--- src/serial_pkg.sv ---
// shared widths, link constants, data types, state enum and bus structs
package serial_pkg;

	// word format
	localparam int WORD_BITS = 8;
	// bit order, 1 sends bit 0 first
	localparam logic LSB_FIRST = 1'b1;

	// transmit buffer depth, also the host start credit
	localparam int BUF_DEPTH = 4;

	// in_clk cycles per serial clock half period
	localparam int HALF_PERIOD_CYCLES = 4;

	// pin levels between transactions
	localparam logic SCLK_IDLE  = 1'b1;
	localparam logic SDATA_IDLE = 1'b1;

	// one parallel word
	typedef logic [WORD_BITS-1:0] word_t;
	// credit and fill count, 0 .. BUF_DEPTH
	typedef logic [$clog2(BUF_DEPTH + 1)-1:0] credit_t;
	// buffer read and write index
	typedef logic [$clog2(BUF_DEPTH)-1:0] buf_ptr_t;
	// bit position inside a word
	typedef logic [$clog2(WORD_BITS)-1:0] bit_idx_t;
	// clock divider count
	typedef logic [$clog2(HALF_PERIOD_CYCLES)-1:0] half_cnt_t;

	// shifter states
	typedef enum logic {
		LINK_IDLE,
		LINK_SHIFT
	} link_state_t;

	// host push into the transmit buffer
	typedef struct packed {
		logic  valid;
		word_t word;
	} tx_req_t;

	// word captured from the data-in line
	typedef struct packed {
		logic  valid;
		word_t word;
	} rx_word_t;

	// outgoing serial wires
	typedef struct packed {
		logic sclk;
		logic sdo;
	} serial_pins_t;

endpackage
--- src/serial_link_top.sv ---
// three-wire serial master built from buffer, clock divider and shifter
`timescale 1ns/1ns

module serial_link_top (
	input  logic                     in_clk,
	input  logic                     in_rst,
	input  serial_pkg::tx_req_t      tx_req,
	output logic                     tx_credit,
	output serial_pkg::serial_pins_t pins,
	input  logic                     sdi,
	output serial_pkg::rx_word_t     rx
);
	import serial_pkg::*;

	// buffer to shifter
	word_t buf_word;
	logic  buf_avail;
	logic  buf_pop;

	// divider to shifter
	logic half_tick;
	logic phase_high;
	// shifter to divider
	logic run;

	// host words wait here
	tx_word_buffer u_buf (
		.in_clk    (in_clk),
		.in_rst    (in_rst),
		.tx_req    (tx_req),
		.buf_pop   (buf_pop),
		.buf_word  (buf_word),
		.buf_avail (buf_avail),
		.tx_credit (tx_credit)
	);

	// half-period ticks, running only during a transaction
	serial_clk_gen u_clk_gen (
		.in_clk     (in_clk),
		.in_rst     (in_rst),
		.run        (run),
		.half_tick  (half_tick),
		.phase_high (phase_high)
	);

	// serial engine, drives the pins and returns received words
	serial_shifter u_shifter (
		.in_clk     (in_clk),
		.in_rst     (in_rst),
		.buf_word   (buf_word),
		.buf_avail  (buf_avail),
		.buf_pop    (buf_pop),
		.half_tick  (half_tick),
		.phase_high (phase_high),
		.run        (run),
		.sdi        (sdi),
		.pins       (pins),
		.rx         (rx)
	);

endmodule

--- src/serial_shifter.sv ---
// shift FSM that sends words on sdo, samples sdi and holds the idle levels
`timescale 1ns/1ns

module serial_shifter (
	input  logic                     in_clk,
	input  logic                     in_rst,
	input  serial_pkg::word_t        buf_word,
	input  logic                     buf_avail,
	output logic                     buf_pop,
	input  logic                     half_tick,
	input  logic                     phase_high,
	output logic                     run,
	input  logic                     sdi,
	output serial_pkg::serial_pins_t pins,
	output serial_pkg::rx_word_t     rx
);
	import serial_pkg::*;

	// state
	link_state_t state;

	// word being sent
	word_t tx_word;
	// word being received, complete after the last sample
	word_t rx_shift;
	// receive word with the current sample merged in
	word_t rx_next;
	// one-cycle done flag
	logic rx_valid;

	// bits done in this word
	bit_idx_t bit_cnt;
	// bit position after ordering
	bit_idx_t bit_sel;

	// registered data-in
	logic sdi_q;
	// registered data-out
	logic sdo_q;

	// tick decode
	logic launch_tick;
	logic sample_tick;
	logic last_bit;
	logic word_done;

	// phase high during a tick means sclk is about to fall
	assign launch_tick = (state == LINK_SHIFT) && half_tick && phase_high;
	// phase low means sclk is about to rise
	assign sample_tick = (state == LINK_SHIFT) && half_tick && !phase_high;

	assign last_bit  = (bit_cnt == bit_idx_t'(WORD_BITS - 1));
	assign word_done = sample_tick && last_bit;

	// same counter for send and receive, only the order differs
	assign bit_sel = LSB_FIRST ? bit_cnt : bit_idx_t'(WORD_BITS - 1) - bit_cnt;

	// merge the sampled bit into the receive word
	always_comb begin
		rx_next          = rx_shift;
		rx_next[bit_sel] = sdi_q;
	end

	// word fetch
	// in shift, the next word is taken on the last sample tick
	// so words follow without a gap
	always_comb begin
		case (state)
			LINK_IDLE: begin
				buf_pop = buf_avail;
			end
			LINK_SHIFT: begin
				buf_pop = word_done && buf_avail;
			end
			default: begin
				buf_pop = 1'b0;
			end
		endcase
	end

	// control
	always_ff @(posedge in_clk or posedge in_rst) begin
		if (in_rst) begin
			state    <= LINK_IDLE;
			run      <= 1'b0;
			bit_cnt  <= '0;
			sdo_q    <= SDATA_IDLE;
			rx_valid <= 1'b0;
		end else begin
			rx_valid <= word_done;
			case (state)
				LINK_IDLE: begin
					// start the divider together with the first word
					if (buf_avail) begin
						state   <= LINK_SHIFT;
						run     <= 1'b1;
						bit_cnt <= '0;
					end
				end
				LINK_SHIFT: begin
					// new bit goes out as sclk falls
					if (launch_tick) begin
						sdo_q <= tx_word[bit_sel];
					end
					if (sample_tick) begin
						if (last_bit) begin
							bit_cnt <= '0;
							// buffer empty, end of transaction
							if (!buf_avail) begin
								state <= LINK_IDLE;
								run   <= 1'b0;
								sdo_q <= SDATA_IDLE;
							end
						end else begin
							bit_cnt <= bit_cnt + bit_idx_t'(1);
						end
					end
				end
				default: begin
					state <= LINK_IDLE;
					run   <= 1'b0;
				end
			endcase
		end
	end

	// data path
	always_ff @(posedge in_clk) begin
		sdi_q <= sdi;
		if (buf_pop) begin
			tx_word <= buf_word;
		end
		// sdi_q is sampled as sclk rises
		if (sample_tick) begin
			rx_shift <= rx_next;
		end
	end

	// pins held at idle outside a transaction
	always_comb begin
		pins.sclk = (state == LINK_SHIFT) ? (phase_high == SCLK_IDLE) : SCLK_IDLE;
		pins.sdo  = (state == LINK_SHIFT) ? sdo_q : SDATA_IDLE;
	end

	// rx_shift stays put until the next sample tick, at least a half period later
	assign rx.valid = rx_valid;
	assign rx.word  = rx_shift;

endmodule

--- src/tx_word_buffer.sv ---
// transmit word FIFO with one credit returned per popped word
`timescale 1ns/1ns

module tx_word_buffer (
	input  logic                in_clk,
	input  logic                in_rst,
	input  serial_pkg::tx_req_t tx_req,
	input  logic                buf_pop,
	output serial_pkg::word_t   buf_word,
	output logic                buf_avail,
	output logic                tx_credit
);
	import serial_pkg::*;

	// word storage
	word_t mem [BUF_DEPTH];

	// circular pointers
	buf_ptr_t wr_ptr;
	buf_ptr_t rd_ptr;

	// words currently held
	credit_t fill;

	// qualified push and pop
	logic push;
	logic pop;

	// host keeps to its credits, so a push never meets a full buffer
	assign push = tx_req.valid;
	// pop only counts when a word is there
	assign pop = buf_pop && buf_avail;

	// not empty
	assign buf_avail = (fill != '0);
	// head word, read without latency
	assign buf_word = mem[rd_ptr];

	// each word leaving frees one entry
	assign tx_credit = pop;

	// storage write
	always_ff @(posedge in_clk) begin
		if (push) begin
			mem[wr_ptr] <= tx_req.word;
		end
	end

	// write pointer
	always_ff @(posedge in_clk or posedge in_rst) begin
		if (in_rst) begin
			wr_ptr <= '0;
		end else if (push) begin
			if (wr_ptr == buf_ptr_t'(BUF_DEPTH - 1)) begin
				wr_ptr <= '0;
			end else begin
				wr_ptr <= wr_ptr + buf_ptr_t'(1);
			end
		end
	end

	// read pointer
	always_ff @(posedge in_clk or posedge in_rst) begin
		if (in_rst) begin
			rd_ptr <= '0;
		end else if (pop) begin
			if (rd_ptr == buf_ptr_t'(BUF_DEPTH - 1)) begin
				rd_ptr <= '0;
			end else begin
				rd_ptr <= rd_ptr + buf_ptr_t'(1);
			end
		end
	end

	// fill count
	// push and pop together leave it unchanged
	always_ff @(posedge in_clk or posedge in_rst) begin
		if (in_rst) begin
			fill <= '0;
		end else begin
			case ({push, pop})
				2'b10: begin
					fill <= fill + credit_t'(1);
				end
				2'b01: begin
					fill <= fill - credit_t'(1);
				end
				default: begin
					fill <= fill;
				end
			endcase
		end
	end

endmodule

--- src/serial_clk_gen.sv ---
// serial clock divider giving half-period tick enables and the clock phase
`timescale 1ns/1ns

module serial_clk_gen (
	input  logic in_clk,
	input  logic in_rst,
	input  logic run,
	output logic half_tick,
	output logic phase_high
);
	import serial_pkg::*;

	// cycles elapsed in the current half period
	half_cnt_t half_cnt;
	// last cycle of a half period
	logic half_end;

	assign half_end = (half_cnt == half_cnt_t'(HALF_PERIOD_CYCLES - 1));

	// tick is registered, so the first one lands a full
	// half period after run goes high
	always_ff @(posedge in_clk or posedge in_rst) begin
		if (in_rst) begin
			half_cnt   <= '0;
			half_tick  <= 1'b0;
			phase_high <= 1'b1;
		end else if (!run) begin
			// parked, divider cleared and phase back at the idle side
			half_cnt   <= '0;
			half_tick  <= 1'b0;
			phase_high <= 1'b1;
		end else begin
			half_tick <= half_end;
			if (half_end) begin
				half_cnt <= '0;
			end else begin
				half_cnt <= half_cnt + half_cnt_t'(1);
			end
			// phase flips right after each tick
			// so during a tick it still shows the old level
			if (half_tick) begin
				phase_high <= ~phase_high;
			end
		end
	end

endmodule

--- config.mk ---
export PLATFORM = sky130hd
export DESIGN_NAME = serial_link_top
export DESIGN_NICKNAME = d
export VERILOG_FILES = /design/src/serial_pkg.sv /design/src/serial_link_top.sv /design/src/serial_shifter.sv /design/src/tx_word_buffer.sv /design/src/serial_clk_gen.sv
export SDC_FILE = /design/constraint.sdc
export NUM_CORES = 1
export LEC_CHECK = 0
export BUFFER_PORTS_ARGS = -buffer_cell sky130_fd_sc_hd__buf_2
export CORE_MARGIN = 4
export CORE_UTILIZATION = 52
export DETAILED_ROUTE_END_ITERATION = 12
export PLACE_DENSITY = 0.82
export SETUP_SLACK_MARGIN = 0.3
export SLEW_MARGIN = 30
export SYNTH_ARGS = -nofsm -noshare
export SYNTH_HDL_FRONTEND = slang
export SYNTH_HIERARCHICAL = 1
export SYNTH_SLANG_ARGS = --single-unit
--- constraint.sdc ---
create_clock -name in_clk -period 2.71 [get_ports in_clk]
set_clock_uncertainty 0.05 [all_clocks]
set_input_delay 0.1355 -clock in_clk [delete_from_list [all_inputs] [get_ports in_clk]]
set_output_delay 0.1355 -clock in_clk [all_outputs]
set_load 0.1 [all_outputs]
After elaboration in Yosys (flattened, before gate mapping)
Memories as Yosys holds them, arrays and structs flattened. A register that Yosys moved wholly into a read port is not among the register bits. Index checks and enable logic that the tools add are counted.

Multiplexer cells: 35. Bitwise gates (word level): 2. Equal/unequal tests: 11. $add $sub $neg: 6. Reduce and logical (&&, ||, !) cells: 12. $lt $le $gt $ge: 2.

Operators with widths (count): $mux 1 (20); $pmux 3 s2 (2); $ne 2x2->1 const B (5); $mux 3 (3); $bwmux 8 (1); $eq 2x2->1 const B (4); $mux 2 (4); $logic_and 1x1->1 (7); $add 2x1->2 const B (3); $add 3x1->3 const B (2); $pmux 1 s2 (3); $lt 3x4->1 const B (1); $reduce_and 4->1 (1); $bmux 1 s3 (1); $demux 1 s3 (1); $eq 3x3->1 const B (1); $ge 3x1->1 const B (1); $reduce_bool 3->1 (1); $sub 3x1->3 const B (1); $eq 2x1->1 const B (1); $not 1->1 (2); $reduce_and 2->1 (1); $reduce_bool 2->1 (1); $logic_not 1->1 (1).

Word-level logic and storage cells: 82. Memories kept: 1. Memory bits (writable): 32. Bits in registers: 27.

Memory list: u_buf.mem (words 4, width 8, rd ports 1, clocked after memory_dff 1, write ports 1, line tx_word_buffer.sv:16) `word_t mem [BUF_DEPTH];`.

Longest topological paths before layout
Depth after elaboration: 8. Gate-level depth with buffers: 13. Depth with buffers taken out: 13.

Modules after synthesis
The synthesis kept the hierarchy.

By module, submodules not included: tx_word_buffer (area each 1591.5 um^2, cells an instance 82, times used 1); serial_shifter (area each 991.0 um^2, cells an instance 74, times used 1); serial_clk_gen (area each 157.7 um^2, cells an instance 11, times used 1).

Least setup slack after synthesis
OpenSTA, ideal clock, no wires.

Kind: register to register. Start: register u_shifter.bit_cnt[1]. End: register u_buf.fill[2]. Data required time: 2581 ps. Library setup time: 79 ps. Path buffers: 0. Arrival time: 3105 ps. Cell stages (with the launch flop): 14. Setup slack: -524 ps. Cell sequence: dfrtp_1 ha_1 ha_1 inv_1 o21ai_0 and2_1 nand2_4 inv_1 ha_1 inv_1 fa_1 xor2_1 nor2_1 xor2_1.

Longest elaborated chain between the ends: 7.

RTL lines: start: declaration (line serial_shifter.sv:32) `bit_idx_t bit_cnt;`; start signal: assignment (line serial_shifter.sv:115) `bit_cnt <= bit_cnt + bit_idx_t'(1);`; $eq 3x3->1 * (line serial_shifter.sv:52) `assign last_bit = (bit_cnt == bit_idx_t'(WORD_BITS - 1));`; $logic_and 1x1->1 * (line serial_shifter.sv:53) `assign word_done = sample_tick && last_bit;`; $logic_and 1x1->1 * (line serial_shifter.sv:73) `buf_pop = word_done && buf_avail;`; $pmux 1 s2 * (line serial_shifter.sv:68) `case (state)`; via buf_pop (line serial_link_top.sv:18) `logic buf_pop;`; $logic_and 1x1->1 * (line tx_word_buffer.sv:32) `assign pop = buf_pop && buf_avail;`; via tx_credit (line serial_link_top.sv:8) `output logic tx_credit,`; $eq 2x1->1 / $eq 2x2->1 (equally long branches) (line tx_word_buffer.sv:81) `case ({push, pop})`; $pmux 3 s2 / $reduce_bool 2->1 (equally long branches); end signal: assignment (line tx_word_buffer.sv:83) `fill <= fill + credit_t'(1);`; end signal: assignment (line tx_word_buffer.sv:86) `fill <= fill - credit_t'(1);`; end signal: assignment (line tx_word_buffer.sv:89) `fill <= fill;`; end: declaration (line tx_word_buffer.sv:23) `credit_t fill;`.

The timed path passes the listed nets; every way through them passes the cells marked *. A chain may end at the register's enable or synchronous reset.

Worst setup path after layout
Start: register u_shifter.bit_cnt[1]. End: register u_buf.fill[2].

Longest elaborated chain between the ends: 7.

RTL lines (line): $eq 3x3->1 * (serial_shifter.sv:52); $logic_and 1x1->1 * (serial_shifter.sv:53); $logic_and 1x1->1 * (serial_shifter.sv:73); $pmux 1 s2 * (serial_shifter.sv:68); via buf_pop (serial_link_top.sv:18); $logic_and 1x1->1 * (tx_word_buffer.sv:32); $eq 2x1->1 / $eq 2x2->1 (equally long branches) (tx_word_buffer.sv:81); $pmux 3 s2 / $reduce_bool 2->1 (equally long branches).

Marks and branches as above.

==> results.md <==
- Remaining routing DRC violations: 0
- RD Place Congestion: 0.856
- F_max: 0.435 GHz
- Num CTS Buffers: 9
- Synth Area in Simple Gates: 8.36%
- Drt total wl: 4.41 mm
- Flops & latches, synth: 67
- Placed insts: 257
- Setup TNS: 0 ns
- First-pass GRT wire length: 7.38 mm
- Global routing usage on met3: 5.38%
- GR Layer Usage met1: 19.3%
- Largest net degree at the start of global routing: 12
- Worst VDD drop: 0.595 mV
- Post-synthesis cell count: 167
- FF-to-FF path depth: 13
- Compound-Gate Fraction of Synth Area: 3.01%
- Row Count: 26
- Vias per std cell: 5.11
- Number of DRC markers in iteration 0: 38
- Ys async rst share: 26.9%
- Post-Place Worst Slack: 0.253 ns
- Critical Path AT: 2.50 ns
- Fill cells: 370
- Via Count: 1461
- RSZ-0062 raised after global routing: no
- Final Hold Viols: 0
- Final Slew Violations: 0
- Clock Latency Late Sink: 0.33 ns
- Syn_area_per_cell: 16.4 um^2
- XOR/XNOR Fraction of Synth Area: 1.28%
- Post-synth cell types: 37
- Cell Area, Synth: 2740 um^2
- Gr usage total: 15.9%
- Worst Tran Pin Value: 0.599 ns
- Avg WL per Cell: 15.4 um
- CTS resizes: 0
- Ys flop type: edfxtp_1
- Status: complete, no violations
- Overflow after GRT: 0
- Layout Cells excl Fill: 286
- Layout cell share with drive strength beyond 1: 31.0%
- Initial Util: 53.7%
- Worst Setup End Kind: flip-flop
- Die height: 80.6 um
- Critical path class: flip-flop to flip-flop
- H-tree levels: 3
- EDFF count, synth: 48
- Final Critical Period: 2.30 ns
- Worst Setup SP: u_shifter/bit_cnt[1]
- P_leak: 1.27 nW
- Worst rel slew slack: 60.1%
- Post-synth top area cell: edfxtp_1
- Port-buffer cells: 23
- Worst setup path end: u_buf/fill[2]
- Final worst path period share: 84.8%
- PnR Total Power: 3.14 mW
- Startpoint types: flip-flop
- Adder-cell area share of the yosys netlist: 4.84%
- Max Cap Viol: 0
- Largest family of logic cells by synthesized area: multiplexers
- Initial antenna violation count: 0
- Die Wd: 80.6 um
- Diode count: 0
- Flip-flop and latch area: 1910 um^2
- DP Wirelength: 2.91 mm
- RR Endpoint: u_buf/fill[2]
- Worst min path class: input port to async pin
- Total power divided by cell area: 961 nW/um^2
- Top-level port count: 24
- Mux contribution to synthesized area: 9.86%
- Area of the die: 6490 um^2
- Setup slack, reg-to-reg: 0.41 ns
- Placeable Area: 5110 um^2
- Synth area leaders: edfxtp_1 53%, dfrtp_1 15%, mux4_2 6.6%
- Synth Net Count: 189
- Worst-path maximum fanout: 3
- Fin worst setup slack: 0.413 ns
- Post-route ant nets: 0
- Sequential fraction of the synthesis area: 69.9%
- Initial DRT Pass Iterations: 6
- Critical Path RT: 2.92 ns
- Area growth syn-to-layout: 19.4%
- Ys Warns: 6
- Critical R2R Launch: u_shifter/bit_cnt[1]
- Multi-input logic area: 786 um^2
- # setup viols final: 0
- CTS root buf: clkbuf_8
- M2 GR Usage: 25.5%
- Net count, final: 233
- Vias in the first global route: 1508
- GR peak layer: met2
- TritonCTS clock tree: yes
- Clk slew on worst S/H paths: 0.07 ns
- Clock Sinks: 67
- Share of the synthesized area in the top cell type: 52.6%
- CTS max path bufs: 2
metrics by stage:
step                      hold slack (ns)  cell area [um^2]  utilization, %
after floorplan                    -0.149              2780               -
after global placement             0.0103              2960            58.0
after detailed placement           0.0126              2960            58.0
after CTS                           0.212              3270            64.0
after global routing                0.217              3270            64.0
final                               0.218              3270            64.0
per-layer routing:
layer / wire [um] / share of wire (%)
met5: 0 / 0
met3: 221 / 5.0
met4: 102 / 2.3
met2: 2190 / 50
met1: 1890 / 43
critical path: stages (launching register included):
cell        delay [ns]
dfrtp_1           0.37
ha_2              0.20
ha_4              0.14
inv_2             0.03
o21ai_2           0.12
and2_4            0.17
nand2_4           0.07
clkinvlp_4        0.09
ha_4              0.14
inv_2             0.04
fa_2              0.34
xor2_1            0.17
nor2_1            0.12
xor2_1            0.16
state kept, by name, summed over array words and instances (netlist names):
| name | flops |
|---|---|
| u_buf/mem | 32 |
| u_shifter/rx_shift | 8 |
| u_shifter/tx_word | 8 |
| u_buf/fill | 3 |
| u_shifter/bit_cnt | 3 |
| u_buf/rd_ptr | 2 |
| u_buf/wr_ptr | 2 |
| u_clk_gen/half_cnt | 2 |
| u_clk_gen/half_tick | 1 |
| u_clk_gen/phase_high | 1 |
| u_shifter/run | 1 |
| u_shifter/rx_valid | 1 |
| u_shifter/sdi_q | 1 |
| u_shifter/sdo_q | 1 |
| u_shifter/state | 1 |
worst min path at each step:
| stage | slack (ns) | endpoint | cells after the start | from |
|---|---|---|---|---|
| finish | 0.22 | u_clk_gen/half_tick | 3 | in_rst |
| global route | 0.22 | u_clk_gen/half_cnt[0] | 3 | in_rst |
| floorplan | -0.15 | u_clk_gen/half_cnt[0] | 1 | in_rst |
| CTS | 0.21 | u_clk_gen/half_tick | 3 | in_rst |
| detailed placement | 0.01 | u_clk_gen/half_tick | 2 | in_rst |
| global placement | 0.01 | u_clk_gen/half_tick | 2 | in_rst |
logic make-up (layout without fill, tap and decap cells):
group,count (synthesis),in the layout
flip-flops,67,67
AND/OR/NAND/NOR,40,40
buffers and inverters,17,66
multiplexers,16,16
AO/OA/AOI/OAI,13,13
adder cells (fa/ha/maj),10,10
XOR/XNOR,4,4
layout make-up:
cell class / instances / share of cell area (%)
well taps: 70 / 2.68
clock inverters: 7 / 1.80
clock buffers: 9 / 3.79
flip-flops and latches: 67 / 58.5
repair buffers: 37 / 7.57
multi-input cells: 83 / 24.0
inverters: 13 / 1.61
synthesized netlist by cell type, types with 2 or more instances:
cell and instances:
nand3_1 2, nor3_1 5, nand2_1 7, mux2_4 2, mux4_2 8, mux2i_1 6
and2_2 2, o21ai_0 5, xor2_1 2, inv_1 13, edfxtp_1 48, and2_1 5
ha_1 9, xnor2_1 2, o22ai_1 3, dfstp_2 2, nand2b_1 5, nor2_1 7
dfrtp_1 16
cells in the final DEF, fill, tap and decap left out, types with 4 or more instances in the layout:
master / netlist / layout
nor3_1: 5 / 5
mux4_2: 8 / 8
nor2_1: 7 / 7
clkbuf_8: 0 / 9
ha_1: 9 / 6
buf_2: 1 / 23
dlygate4sd3_1: 0 / 11
nand2_1: 7 / 7
inv_1: 13 / 10
edfxtp_1: 48 / 48
and2_1: 5 / 4
mux2i_1: 6 / 6
dfrtp_1: 16 / 16
o21ai_0: 5 / 4
nand2b_1: 5 / 5
timing repair:
item	in CTS	in global routing
gates cloned	0	0
endpoints found under the hold margin	52	0
setup buffers	2	0
setup endpoints to repair	1	1
hold buffers	11	0
pin swaps	1	2
report_power, final:
part	switching, mW	internal, mW
sequential	0.158	1.33
combinational	0.489	0.403
clock	0.353	0.412
No activity file was read; power rests on OpenSTA's default activity.
